## src/rtl/exec_pkg.sv

```systemverilog
// Shared definitions for the execute stage.
// Holds the fixed widths, the micro-op encoding and the message structs
// used on the dispatch port, the writeback bus and the squash output.
// Every execute-stage module imports this package.

package exec_pkg;

  // Widths fixed for the whole core
  localparam int seq_num_bits   = 6;
  localparam int phys_addr_bits = 6;

  // ----------------------------------------------------------------------
  // Micro-op encoding
  // ----------------------------------------------------------------------

  // Top bit set for control flow and clear for ALU
  typedef enum logic [3:0] {
    OP_ADD  = 4'b0000,
    OP_SUB  = 4'b0001,
    OP_AND  = 4'b0010,
    OP_OR   = 4'b0011,
    OP_XOR  = 4'b0100,
    OP_SLT  = 4'b0101,
    OP_SLTU = 4'b0110,
    OP_ADDI = 4'b0111,
    OP_BEQ  = 4'b1000,
    OP_BNE  = 4'b1001,
    OP_BLT  = 4'b1010,
    OP_BGE  = 4'b1011,
    OP_BLTU = 4'b1100,
    OP_BGEU = 4'b1101,
    OP_JAL  = 4'b1110,
    OP_JALR = 4'b1111
  } uop_e;

  // Class decode used by the router
  function automatic logic is_cf_uop(uop_e uop);
    return uop[3];
  endfunction

  // Operand 3 as one word read two ways
  typedef union packed {
    logic [31:0] branch_imm;  // Sign-extended branch/jump offset
    logic [31:0] alu_imm;     // Immediate for OP_ADDI
  } op3_u;

  // ----------------------------------------------------------------------
  // Messages
  // ----------------------------------------------------------------------

  // Renamed micro-op from dispatch
  typedef struct packed {
    logic                      val;
    logic [31:0]               pc;
    logic [seq_num_bits-1:0]   seq_num;
    logic [31:0]               op1;
    logic [31:0]               op2;
    op3_u                      op3;
    logic [4:0]                waddr;
    uop_e                      uop;
    logic [phys_addr_bits-1:0] preg;
    logic [phys_addr_bits-1:0] ppreg;
  } dispatch_t;

  // Writeback payload with its valid on a separate wire
  typedef struct packed {
    logic [31:0]               pc;
    logic [seq_num_bits-1:0]   seq_num;
    logic [4:0]                waddr;
    logic                      wen;
    logic [31:0]               wdata;
    logic [phys_addr_bits-1:0] preg;
    logic [phys_addr_bits-1:0] ppreg;
  } wb_t;

  // One-cycle redirect notice without a handshake
  typedef struct packed {
    logic                    val;
    logic [31:0]             target;
    logic [seq_num_bits-1:0] seq_num;
  } squash_t;

endpackage

```

## src/rtl/dispatch_router.sv

```systemverilog
// Steers dispatched micro-ops to the ALU or control-flow unit.
// The payload fans out to both units; only the selected one sees val.
// Ready back to the dispatcher comes from the selected unit.

`timescale 1ns/1ns

module dispatch_router (
  input  exec_pkg::dispatch_t disp,
  output logic                disp_rdy,
  output exec_pkg::dispatch_t alu_disp,
  output exec_pkg::dispatch_t cf_disp,
  input  logic                alu_rdy,
  input  logic                cf_rdy
);

  import exec_pkg::*;

  // Class of the incoming micro-op
  logic to_cf;

  assign to_cf = is_cf_uop(disp.uop);

  always_comb begin
    // Same payload to both units
    alu_disp = disp;
    cf_disp  = disp;
    // Valid only toward the selected unit
    alu_disp.val = disp.val & ~to_cf;
    cf_disp.val  = disp.val & to_cf;
  end

  // Selected unit's ready goes back
  assign disp_rdy = to_cf ? cf_rdy : alu_rdy;

endmodule

```

## src/rtl/alu_unit.sv

```systemverilog
// One-stage integer execute unit.
// Accepts an ALU micro-op, holds it in a register and offers the result
// on its writeback port until the arbiter takes it. A new micro-op can
// enter in the same cycle the held result leaves.

`timescale 1ns/1ns

module alu_unit (
  input  logic                clk,
  input  logic                rst,
  input  exec_pkg::dispatch_t disp,
  output logic                disp_rdy,
  output logic                wb_val,
  output exec_pkg::wb_t       wb,
  input  logic                wb_rdy
);

  import exec_pkg::*;

  // ----------------------------------------------------------------------
  // Held micro-op
  // ----------------------------------------------------------------------

  logic      held_val;
  dispatch_t held;
  logic      disp_xfer;
  logic      wb_xfer;

  assign disp_xfer = disp.val & disp_rdy;
  assign wb_xfer   = wb_val & wb_rdy;

  // Room when empty or when the held result leaves now
  assign disp_rdy = wb_rdy | ~held_val;

  // Valid tracking
  always_ff @(posedge clk) begin
    if (rst) begin
      held_val <= 1'b0;
    end else if (disp_xfer) begin
      held_val <= 1'b1;
    end else if (wb_xfer) begin
      held_val <= 1'b0;
    end
  end

  // Payload only loads on accept
  always_ff @(posedge clk) begin
    if (disp_xfer) begin
      held <= disp;
    end
  end

  // ----------------------------------------------------------------------
  // Compute from the register
  // ----------------------------------------------------------------------

  logic [31:0] opnd_b;
  logic [31:0] result;

  // Immediate form replaces operand 2
  assign opnd_b = (held.uop == OP_ADDI) ? held.op3.alu_imm : held.op2;

  always_comb begin
    case (held.uop)
      OP_ADD, OP_ADDI: result = held.op1 + opnd_b;
      OP_SUB:          result = held.op1 - opnd_b;
      OP_AND:          result = held.op1 & opnd_b;
      OP_OR:           result = held.op1 | opnd_b;
      OP_XOR:          result = held.op1 ^ opnd_b;
      // Signed compare
      OP_SLT:          result = {31'b0, $signed(held.op1) < $signed(opnd_b)};
      // Unsigned compare
      OP_SLTU:         result = {31'b0, held.op1 < opnd_b};
      default:         result = 32'b0;
    endcase
  end

  // ----------------------------------------------------------------------
  // Writeback
  // ----------------------------------------------------------------------

  assign wb_val = held_val;

  always_comb begin
    wb.pc      = held.pc;
    wb.seq_num = held.seq_num;
    wb.waddr   = held.waddr;
    // Every ALU op writes a register
    wb.wen     = 1'b1;
    wb.wdata   = result;
    wb.preg    = held.preg;
    wb.ppreg   = held.ppreg;
  end

  // Stalled result stays put until taken
  assert property (@(posedge clk) disable iff (rst)
    wb_val && !wb_rdy |=> wb_val && $stable(wb))
    else $error("alu result changed while stalled");

endmodule

```

## src/rtl/control_flow_unit.sv

```systemverilog
// One-stage branch and jump unit.
// Resolves the six conditional branches plus JAL and JALR from a held
// micro-op, writes the link value for jumps and raises a one-cycle
// squash with the redirect target when the micro-op changes the flow.
// JAL never squashes since the front end already redirected it.

`timescale 1ns/1ns

module control_flow_unit (
  input  logic                clk,
  input  logic                rst,
  input  exec_pkg::dispatch_t disp,
  output logic                disp_rdy,
  output logic                wb_val,
  output exec_pkg::wb_t       wb,
  input  logic                wb_rdy,
  output exec_pkg::squash_t   squash
);

  import exec_pkg::*;

  // ----------------------------------------------------------------------
  // Held micro-op
  // ----------------------------------------------------------------------

  logic      held_val;
  dispatch_t held;
  logic      disp_xfer;
  logic      wb_xfer;

  assign disp_xfer = disp.val & disp_rdy;
  assign wb_xfer   = wb_val & wb_rdy;

  // Free slot or slot freed this cycle
  assign disp_rdy = wb_rdy | ~held_val;

  always_ff @(posedge clk) begin
    if (rst) begin
      held_val <= 1'b0;
    end else if (disp_xfer) begin
      held_val <= 1'b1;
    end else if (wb_xfer) begin
      held_val <= 1'b0;
    end
  end

  always_ff @(posedge clk) begin
    if (disp_xfer) begin
      held <= disp;
    end
  end

  // ----------------------------------------------------------------------
  // Redirect decision
  // ----------------------------------------------------------------------

  logic        redirect;
  logic [31:0] br_target;
  logic [31:0] jalr_target;

  always_comb begin
    case (held.uop)
      OP_BEQ:  redirect = (held.op1 == held.op2);
      OP_BNE:  redirect = (held.op1 != held.op2);
      OP_BLT:  redirect = ($signed(held.op1) < $signed(held.op2));
      OP_BGE:  redirect = ($signed(held.op1) >= $signed(held.op2));
      OP_BLTU: redirect = (held.op1 < held.op2);
      OP_BGEU: redirect = (held.op1 >= held.op2);
      // Target depends on a register the front end cannot read
      OP_JALR: redirect = 1'b1;
      // Already redirected upstream
      OP_JAL:  redirect = 1'b0;
      default: redirect = 1'b0;
    endcase
  end

  assign br_target   = held.pc + held.op3.branch_imm;
  // JALR clears bit 0 of the sum
  assign jalr_target = (held.op1 + held.op3.branch_imm) & ~32'd1;

  // ----------------------------------------------------------------------
  // Squash in the first cycle after accept only
  // ----------------------------------------------------------------------

  // Set one cycle after accept and cleared by the next accept
  logic squash_sent;

  always_ff @(posedge clk) begin
    if (rst) begin
      squash_sent <= 1'b0;
    end else if (disp_xfer) begin
      squash_sent <= 1'b0;
    end else begin
      squash_sent <= 1'b1;
    end
  end

  always_comb begin
    squash.val     = held_val & redirect & ~squash_sent;
    squash.target  = (held.uop == OP_JALR) ? jalr_target : br_target;
    squash.seq_num = held.seq_num;
  end

  // ----------------------------------------------------------------------
  // Writeback
  // ----------------------------------------------------------------------

  assign wb_val = held_val;

  always_comb begin
    wb.pc      = held.pc;
    wb.seq_num = held.seq_num;
    wb.waddr   = held.waddr;
    // Link register write for jumps only
    wb.wen     = (held.uop == OP_JAL) || (held.uop == OP_JALR);
    wb.wdata   = held.pc + 32'd4;
    wb.preg    = held.preg;
    wb.ppreg   = held.ppreg;
  end

endmodule

```

## src/rtl/wb_arbiter.sv

```systemverilog
// Round-robin arbiter for the shared writeback bus.
// Two units request with val; one is granted per cycle and only that one
// sees the bus ready. After a transfer the other unit gets priority.

`timescale 1ns/1ns

module wb_arbiter (
  input  logic          clk,
  input  logic          rst,
  input  logic          alu_val,
  input  logic          cf_val,
  input  exec_pkg::wb_t alu_wb,
  input  exec_pkg::wb_t cf_wb,
  output logic          alu_rdy,
  output logic          cf_rdy,
  output logic          wb_val,
  output exec_pkg::wb_t wb,
  input  logic          wb_rdy
);

  // ----------------------------------------------------------------------
  // Priority state
  // ----------------------------------------------------------------------

  // 0 favours the ALU unit, 1 the control-flow unit
  logic prio_cf;
  logic grant_alu;
  logic grant_cf;
  logic xfer;

  // CF wins when favoured or when ALU has nothing
  assign grant_cf  = cf_val & (prio_cf | ~alu_val);
  assign grant_alu = alu_val & ~grant_cf;

  assign xfer = wb_val & wb_rdy;

  // Winner of a transfer gives priority to the other unit
  always_ff @(posedge clk) begin
    if (rst) begin
      prio_cf <= 1'b0;
    end else if (xfer) begin
      prio_cf <= grant_alu;
    end
  end

  // ----------------------------------------------------------------------
  // Bus mux
  // ----------------------------------------------------------------------

  assign wb_val = alu_val | cf_val;

  always_comb begin
    if (grant_cf) begin
      wb = cf_wb;
    end else begin
      wb = alu_wb;
    end
  end

  // Bus ready only reaches the granted unit
  assign alu_rdy = wb_rdy & grant_alu;
  assign cf_rdy  = wb_rdy & grant_cf;

  // A waiting unit wins the cycle after the other one transfers
  assert property (@(posedge clk) disable iff (rst)
    alu_rdy && cf_val |=> grant_cf)
    else $error("control-flow unit skipped after an ALU transfer");

  assert property (@(posedge clk) disable iff (rst)
    cf_rdy && alu_val |=> grant_alu)
    else $error("ALU unit skipped after a control-flow transfer");

endmodule

```

## src/rtl/execute_top.sv

```systemverilog
// Execute stage top level.
// Dispatch enters through the router, the ALU and control-flow units run
// side by side, and their results share one writeback bus.
// Squash notices leave straight from the control-flow unit.

`timescale 1ns/1ns

module execute_top (
  input  logic                clk,
  input  logic                rst,
  input  exec_pkg::dispatch_t disp,
  output logic                disp_rdy,
  output logic                wb_val,
  output exec_pkg::wb_t       wb,
  input  logic                wb_rdy,
  output exec_pkg::squash_t   squash
);

  import exec_pkg::*;

  // Router to units
  dispatch_t alu_disp;
  dispatch_t cf_disp;
  logic      alu_disp_rdy;
  logic      cf_disp_rdy;

  // Units to arbiter
  logic      alu_wb_val;
  logic      cf_wb_val;
  wb_t       alu_wb;
  wb_t       cf_wb;
  logic      alu_wb_rdy;
  logic      cf_wb_rdy;

  dispatch_router dispatch_router_i (
    .disp     (disp),
    .disp_rdy (disp_rdy),
    .alu_disp (alu_disp),
    .cf_disp  (cf_disp),
    .alu_rdy  (alu_disp_rdy),
    .cf_rdy   (cf_disp_rdy)
  );

  alu_unit alu_unit_i (
    .clk      (clk),
    .rst      (rst),
    .disp     (alu_disp),
    .disp_rdy (alu_disp_rdy),
    .wb_val   (alu_wb_val),
    .wb       (alu_wb),
    .wb_rdy   (alu_wb_rdy)
  );

  control_flow_unit control_flow_unit_i (
    .clk      (clk),
    .rst      (rst),
    .disp     (cf_disp),
    .disp_rdy (cf_disp_rdy),
    .wb_val   (cf_wb_val),
    .wb       (cf_wb),
    .wb_rdy   (cf_wb_rdy),
    .squash   (squash)
  );

  wb_arbiter wb_arbiter_i (
    .clk     (clk),
    .rst     (rst),
    .alu_val (alu_wb_val),
    .cf_val  (cf_wb_val),
    .alu_wb  (alu_wb),
    .cf_wb   (cf_wb),
    .alu_rdy (alu_wb_rdy),
    .cf_rdy  (cf_wb_rdy),
    .wb_val  (wb_val),
    .wb      (wb),
    .wb_rdy  (wb_rdy)
  );

endmodule

```

## config.mk

```make
export PLATFORM = sky130hd
export DESIGN_NAME = execute_top
export DESIGN_NICKNAME = d
export VERILOG_FILES = /design/src/rtl/exec_pkg.sv /design/src/rtl/dispatch_router.sv /design/src/rtl/alu_unit.sv /design/src/rtl/control_flow_unit.sv /design/src/rtl/wb_arbiter.sv /design/src/rtl/execute_top.sv
export SDC_FILE = /design/constraint.sdc
export NUM_CORES = 1
export LEC_CHECK = 0
export BUFFER_PORTS_ARGS = -buffer_cell sky130_fd_sc_hd__buf_2
export CAP_MARGIN = 5
export CORE_MARGIN = 4
export CORE_UTILIZATION = 35
export DETAILED_ROUTE_END_ITERATION = 6
export SYNTH_ARGS = -nofsm -noshare
export SYNTH_HDL_FRONTEND = slang
export SYNTH_SLANG_ARGS = --single-unit
```

## constraint.sdc

```tcl
create_clock -name clk -period 23.8 [get_ports clk]
set_clock_uncertainty 0.1 [all_clocks]
set_input_delay 5.95 -clock clk [delete_from_list [all_inputs] [get_ports clk]]
set_output_delay 5.95 -clock clk [all_outputs]
set_load 0.02 [all_outputs]
```

; ---- After elaboration in Yosys (flattened, before gate mapping)
; Cells that the tools add are included.
[totals]
register_bits = 314
latch_bits = 0
ramBits = 0
rom_bits = 0
mem_count = 0
[classes]
addsub = 5
n_mul = 0
div_mod_pow = 0
magnitude_cmp = 6
n_eq_ne = 17
n_shift = 0
muxes = 11
bitwise_logic = 25
n_reduce_logical = 5
[op_table]
columns = cell, count
row1 = $pmux W32 S7, 1
row2 = $lt A32 B32 Y1, 4
row3 = $add A32 B32 Y32, 3
row4 = $mux W88, 1
row5 = $ge A32 B32 Y1, 2
row6 = $mux W32, 2
row7 = $add A32 B3 Y32 const B, 1
row8 = $and A32 B32 Y32, 1
row9 = $eq A32 B32 Y1, 1
row10 = $eq A4 B4 Y1 const B, 8
row11 = $ne A32 B32 Y1, 1
row12 = $or A32 B32 Y32, 1
row13 = $sub A32 B32 Y32, 1
row14 = $xor A32 B32 Y32, 1
row15 = $eq A4 B3 Y1 const B, 4
row16 = $and A1 B1 Y1, 13
row17 = $eq A4 B2 Y1 const B, 2
row18 = $pmux W1 S7, 1
row19 = $mux W1, 6
row20 = $not A1 Y1, 5
row21 = $eq A4 B1 Y1 const B, 1
row22 = $logic_not A4 Y1, 1
row23 = $or A1 B1 Y1, 4
row24 = $reduce_bool A2 Y1, 2
row25 = other kinds (2), 2

; ---- Longest topological paths before layout
[depth]
word_depth = 9
mapped_depth = 16
mapped_depth_nobuf = 14

; ---- Modules after synthesis
; From an unflattened synthesis, not the netlist that was laid out.
[hier_totals]
cells_unflattened = 2371
hier_area_um2 = 24293.3
[by_module_without_submodules]
columns = mod, n_inst, cells_per_inst, area_per_inst_um2, seq_area_each_um2
row1 = alu_unit, 1, 1056, 10968.0, 4674.5
row2 = control_flow_unit, 1, 896, 9825.7, 4694.5
row3 = dispatch_router, 1, 313, 2358.5, 0.0
row4 = wb_arbiter, 1, 106, 1141.1, 20.0

; ---- Worst setup path before layout
; OpenSTA, ideal clock, no wires.
[synth_path]
path_kind = input to register
startpoint = input port disp[15] (netlist bit)
endpoint = register alu_unit_i.held[100] (netlist bit), enable pin
setup_ps = 721
arrival_ps = 13533
setup_slack_ps = 9446
cell_stages = 3
path_cell_list = inv_1 -> nand2_1 -> a21oi_1
[synth_between]
elab_chain_cells = 3
[synth_lines]
columns = element, line
row1 = "start, declared", execute_top.sv:11  ; input exec_pkg::dispatch_t disp,
row2 = $not A1 Y1, dispatch_router.sv:28  ; alu_disp.val = disp.val & ~to_cf;
row3 = $and A1 B1 Y1, dispatch_router.sv:28
row4 = $and A1 B1 Y1, alu_unit.sv:29  ; assign disp_xfer = disp.val & disp_rdy;
row5 = net alu_unit_i.disp_xfer, alu_unit.sv:26  ; logic disp_xfer;
row6 = "end signal, assigned", alu_unit.sv:49  ; held <= disp;
row7 = "end, declared", alu_unit.sv:25  ; dispatch_t held;
; The timed path passes the listed nets, and every way through them passes these cells.
; A chain may end at the register's enable or synchronous reset.

; ---- Worst setup path in the final report
[layout_path]
startpoint = input port disp[15] (netlist bit)
endpoint = output port disp_rdy
[layout_between]
elab_chain_cells = 1
[layout_lines]
columns = element, line
row1 = $mux W1, dispatch_router.sv:33  ; assign disp_rdy = to_cf ? cf_rdy : alu_rdy;
row2 = "end, declared", execute_top.sv:12  ; output logic disp_rdy,
; Every way passes these cells.

==> metrics.cfg <==
[power]
peakVddDrop_uv = 66.7
power_leakage_uw = 0.0102
p_switching_uw = 476
p_per_area_nw_per_um2 = 64.9
p_int_uw = 1110
pwr-share-seq = 0.413
combPwrFrac = 0.202
p_sw_frac = 0.300
power_frac_clock = 0.385

[placed_design]
hpwlAfterDp_um = 55000
gp_congestion = 0.929
io_buffer_count = 287
pre_cts_ws_ps = 11000

[sta]
slew_headroom = 0.272
slew_viol_final = 0
tightest_slew_ps = 1090
tns_ps = 0
period_needed_ps = 12790
period_share = 0.538
hold_viol_final = 0
rsz0062_at_grt = no
setup_viol = 0
worst_slack_ps = 11010
max_freq_ghz = 0.0782

[setup_path]
critPathArrivalTime_ps = 6740
critPathRequiredTime_ps = 17750
cpMaxStageDelayCell = buf_2
crit_chain = buf_2 -> xor2_1 -> nand2_1 -> o21ai_0 -> a22oi_1 -> buf_2
cp_max_fo = 6
crit_top_cell = buf_2
critPathKind = primary input to primary output
critPathCaptureType = primary output
cpPeakStageDelay_ps = 190
start_kind = primary input

[global_route]
grt_pass1_vias = 17200
grt_pass1_wl_um = 107000
track_usage = 0.221
grt_overflow = 0
grt_max_degree = 78
grt_antenna_before_repair = 19

[logic_synthesis]
ys_seq_elements = 314
avgSynthCellArea_um2 = 9.90
synth_fp_nets = 2475
synth-compound-area-share = 0.183
ys.flop_type = edfxtp_1
yosysWarnings = 0
synth_top_family_by_area = compound AO/OA/AOI/OAI gates
synthAdderAreaFrac = 0.122
synthSimpleGateAreaFrac = 0.147
synthMuxAreaShare = 0.0256
ys_seq_area_frac = 0.449
synth-edff-count = 310
syn-cell-area_um2 = 20900
yosys.area_share.xor_xnor = 0.0310
postSynthCellCount = 2114
synth_async_sr_flop_share = 0
ys_types = 98

[status]
status = finished, final reports clean

[detailed_routing]
drt-wirelength-per-cell_um = 22.8
drc = 0
first_pass_iters = 5
viasPerCell = 5.51
routed_wl_um = 72200
ant_nets = 0
drt_iter0_markers = 1345
vias = 17500

[cts]
h-tree-depth = 2
ctsRootBufferMaster = clkbuf_16
cts-hold-fix-buffers = 0
path_clk_slew_ps = 50
clock_sinks = 314
ctsResizeCount = 0
clk_latency_ps = 560
cts_tree = yes
cts_buffers = 38
post_cts_buffers = 0
ctsLongestPathBuffers = 3

[layout]
drive_gt1_frac = 0.183
nNetsFinal = 2732
syn_to_final_growth_pct = 17.0
fillers = 5748

[floorplanning]
ioPinCount = 288
die_w_um = 253
fp.dieH_um = 253
core_region_area_um2 = 59100
initial_core_util = 0.354
die-area_um2 = 63800
fp-row-count = 89

[flow_run]
drv_cap = 0

[hold_path]
hp-class = register to register

-- cell usage after synthesis, drive strengths merged (12+ instances only) --
master    n  area, um^2
o21a     15         113
nor3     44         220
o22ai    21         131
o31ai    13         116
clkbuf   65         248
o21bai   19         143
o211ai   20         155
nand3    41         205
buf      23         120
a211oi   35         268
mux2i    13         130
nor2    144         543
a221oi   12         118
and3     16         100
a21oi   159         796
nand2b   24         150
mux2     36         405
or3      15        93.8
inv     141         529
xor2     31         272
nand4    23         150
nor2b    17         106
edfxtp  310        9310
nand2   282        1060
a21o     41         309
o21ai   124         621
a31oi    21         131
ha      198        2480
xnor2    43         377
nor4     12        81.3
-- path summary, 6_finish.rpt --
| check | from | endpoint | slack, ps | cells past startpoint |
|---|---|---|---|---|
| worst max-delay path | disp[15] | disp_rdy | 11010 | 6 |
| worst min-delay path | wb_arbiter_i.prio_cf$_SDFFE_PP0P_ | wb_arbiter_i.prio_cf$_SDFFE_PP0P_ | 460 | 1 |
| worst max register to register | alu_unit_i.wb_val$_SDFFE_PP0P_ | alu_unit_i.wb[58]$_DFFE_PP_ | 20690 | 6 |
| worst min register to register | wb_arbiter_i.prio_cf$_SDFFE_PP0P_ | wb_arbiter_i.prio_cf$_SDFFE_PP0P_ | 460 | 1 |
-- power groups by stage --
stage               sequential (uW)  combinational, uW  clock, uW
finish                          656                320        612
global route                    658                351        652
CTS                             656                320        629
detailed placement              667                318          0
global placement                667                315          0
floorplan                       666                209          0
-- final cells by class --
type                            instances  area, um^2  area share
Tap cell                              773         967      0.0395
Multi-Input combinational cell       1570       10700       0.438
Inverter                              142         533      0.0218
Antenna cell                            4        10.0    0.000409
Timing Repair Buffer                  305        1570      0.0642
Sequential cell                       314        9390       0.383
Clock buffer                           44         973      0.0398
Clock inverter                         23         325      0.0133
-- layer usage --
metal	share of wire	vias up	global-route usage
met5	0.0014	-	0
met4	0.032	18	0.0705
met3	0.075	128	0.0510
met2	0.44	612	0.347
met1	0.45	8440	0.304
li1	-	8306	-
-- through the flow --
stage | util | cell area, um^2 | total power [uW] | instances | hold WS [ps]
after floorplan | - | 20900 | 874 | 2114 | 383
after global placement | 0.392 | 23200 | 981 | 3104 | 413
after detailed placement | 0.392 | 23200 | 985 | 3104 | 437
after CTS | 0.414 | 24500 | 1600 | 3171 | 452
after global routing | 0.414 | 24500 | 1660 | 3172 | 483
final | 0.414 | 24500 | 1590 | 3175 | 456
-- flip-flops by register name, indices dropped and copies added, names as in the netlist --
name	count
alu_unit_i.held	100
control_flow_unit_i.held	100
alu_unit_i.wb	55
control_flow_unit_i.wb	49
control_flow_unit_i.squash	6
alu_unit_i.wb_val	1
control_flow_unit_i.squash_sent	1
control_flow_unit_i.wb_val	1
wb_arbiter_i.prio_cf	1
-- cell usage in the layout (no fill, tap or decap), types with 11 or more instances in the layout --
| cell | instances |
|---|---|
| buf_4 | 18 |
| ha_1 | 198 |
| o31ai_1 | 11 |
| nand4_1 | 22 |
| o21ai_1 | 16 |
| nand2b_1 | 24 |
| inv_1 | 139 |
| nor2b_1 | 17 |
| a31oi_1 | 21 |
| nor3_1 | 42 |
| or3_1 | 15 |
| nand3_1 | 40 |
| o211ai_1 | 19 |
| a21o_1 | 40 |
| clkbuf_16 | 38 |
| and3_1 | 16 |
| o21bai_1 | 19 |
| xnor2_1 | 43 |
| edfxtp_1 | 310 |
| nor4_1 | 11 |
| mux2_2 | 35 |
| nand2_1 | 280 |
| xor2_1 | 31 |
| buf_2 | 287 |
| o21a_1 | 15 |
| a21oi_1 | 156 |
| a211oi_1 | 34 |
| o22ai_1 | 21 |
| nor2_1 | 142 |
| o21ai_0 | 108 |
| mux2i_1 | 13 |
-- kinds of logic after synthesis --
group,Yosys count
AOI/OAI and AO/OA,579
xor gates and xnor gates,74
adders and majority gates,202
buffers and inverters,230
DFF,314
muxes,49
and+or+nand+nor,666
-- critical path, delay by kind of cell --
kind            cells  cell delay (ps)
compound gates      2              250
xor+xnor            1              150
buf+inv             2              320
simple gates        1               70
Note: power is estimated with default switching activity, not from simulation.
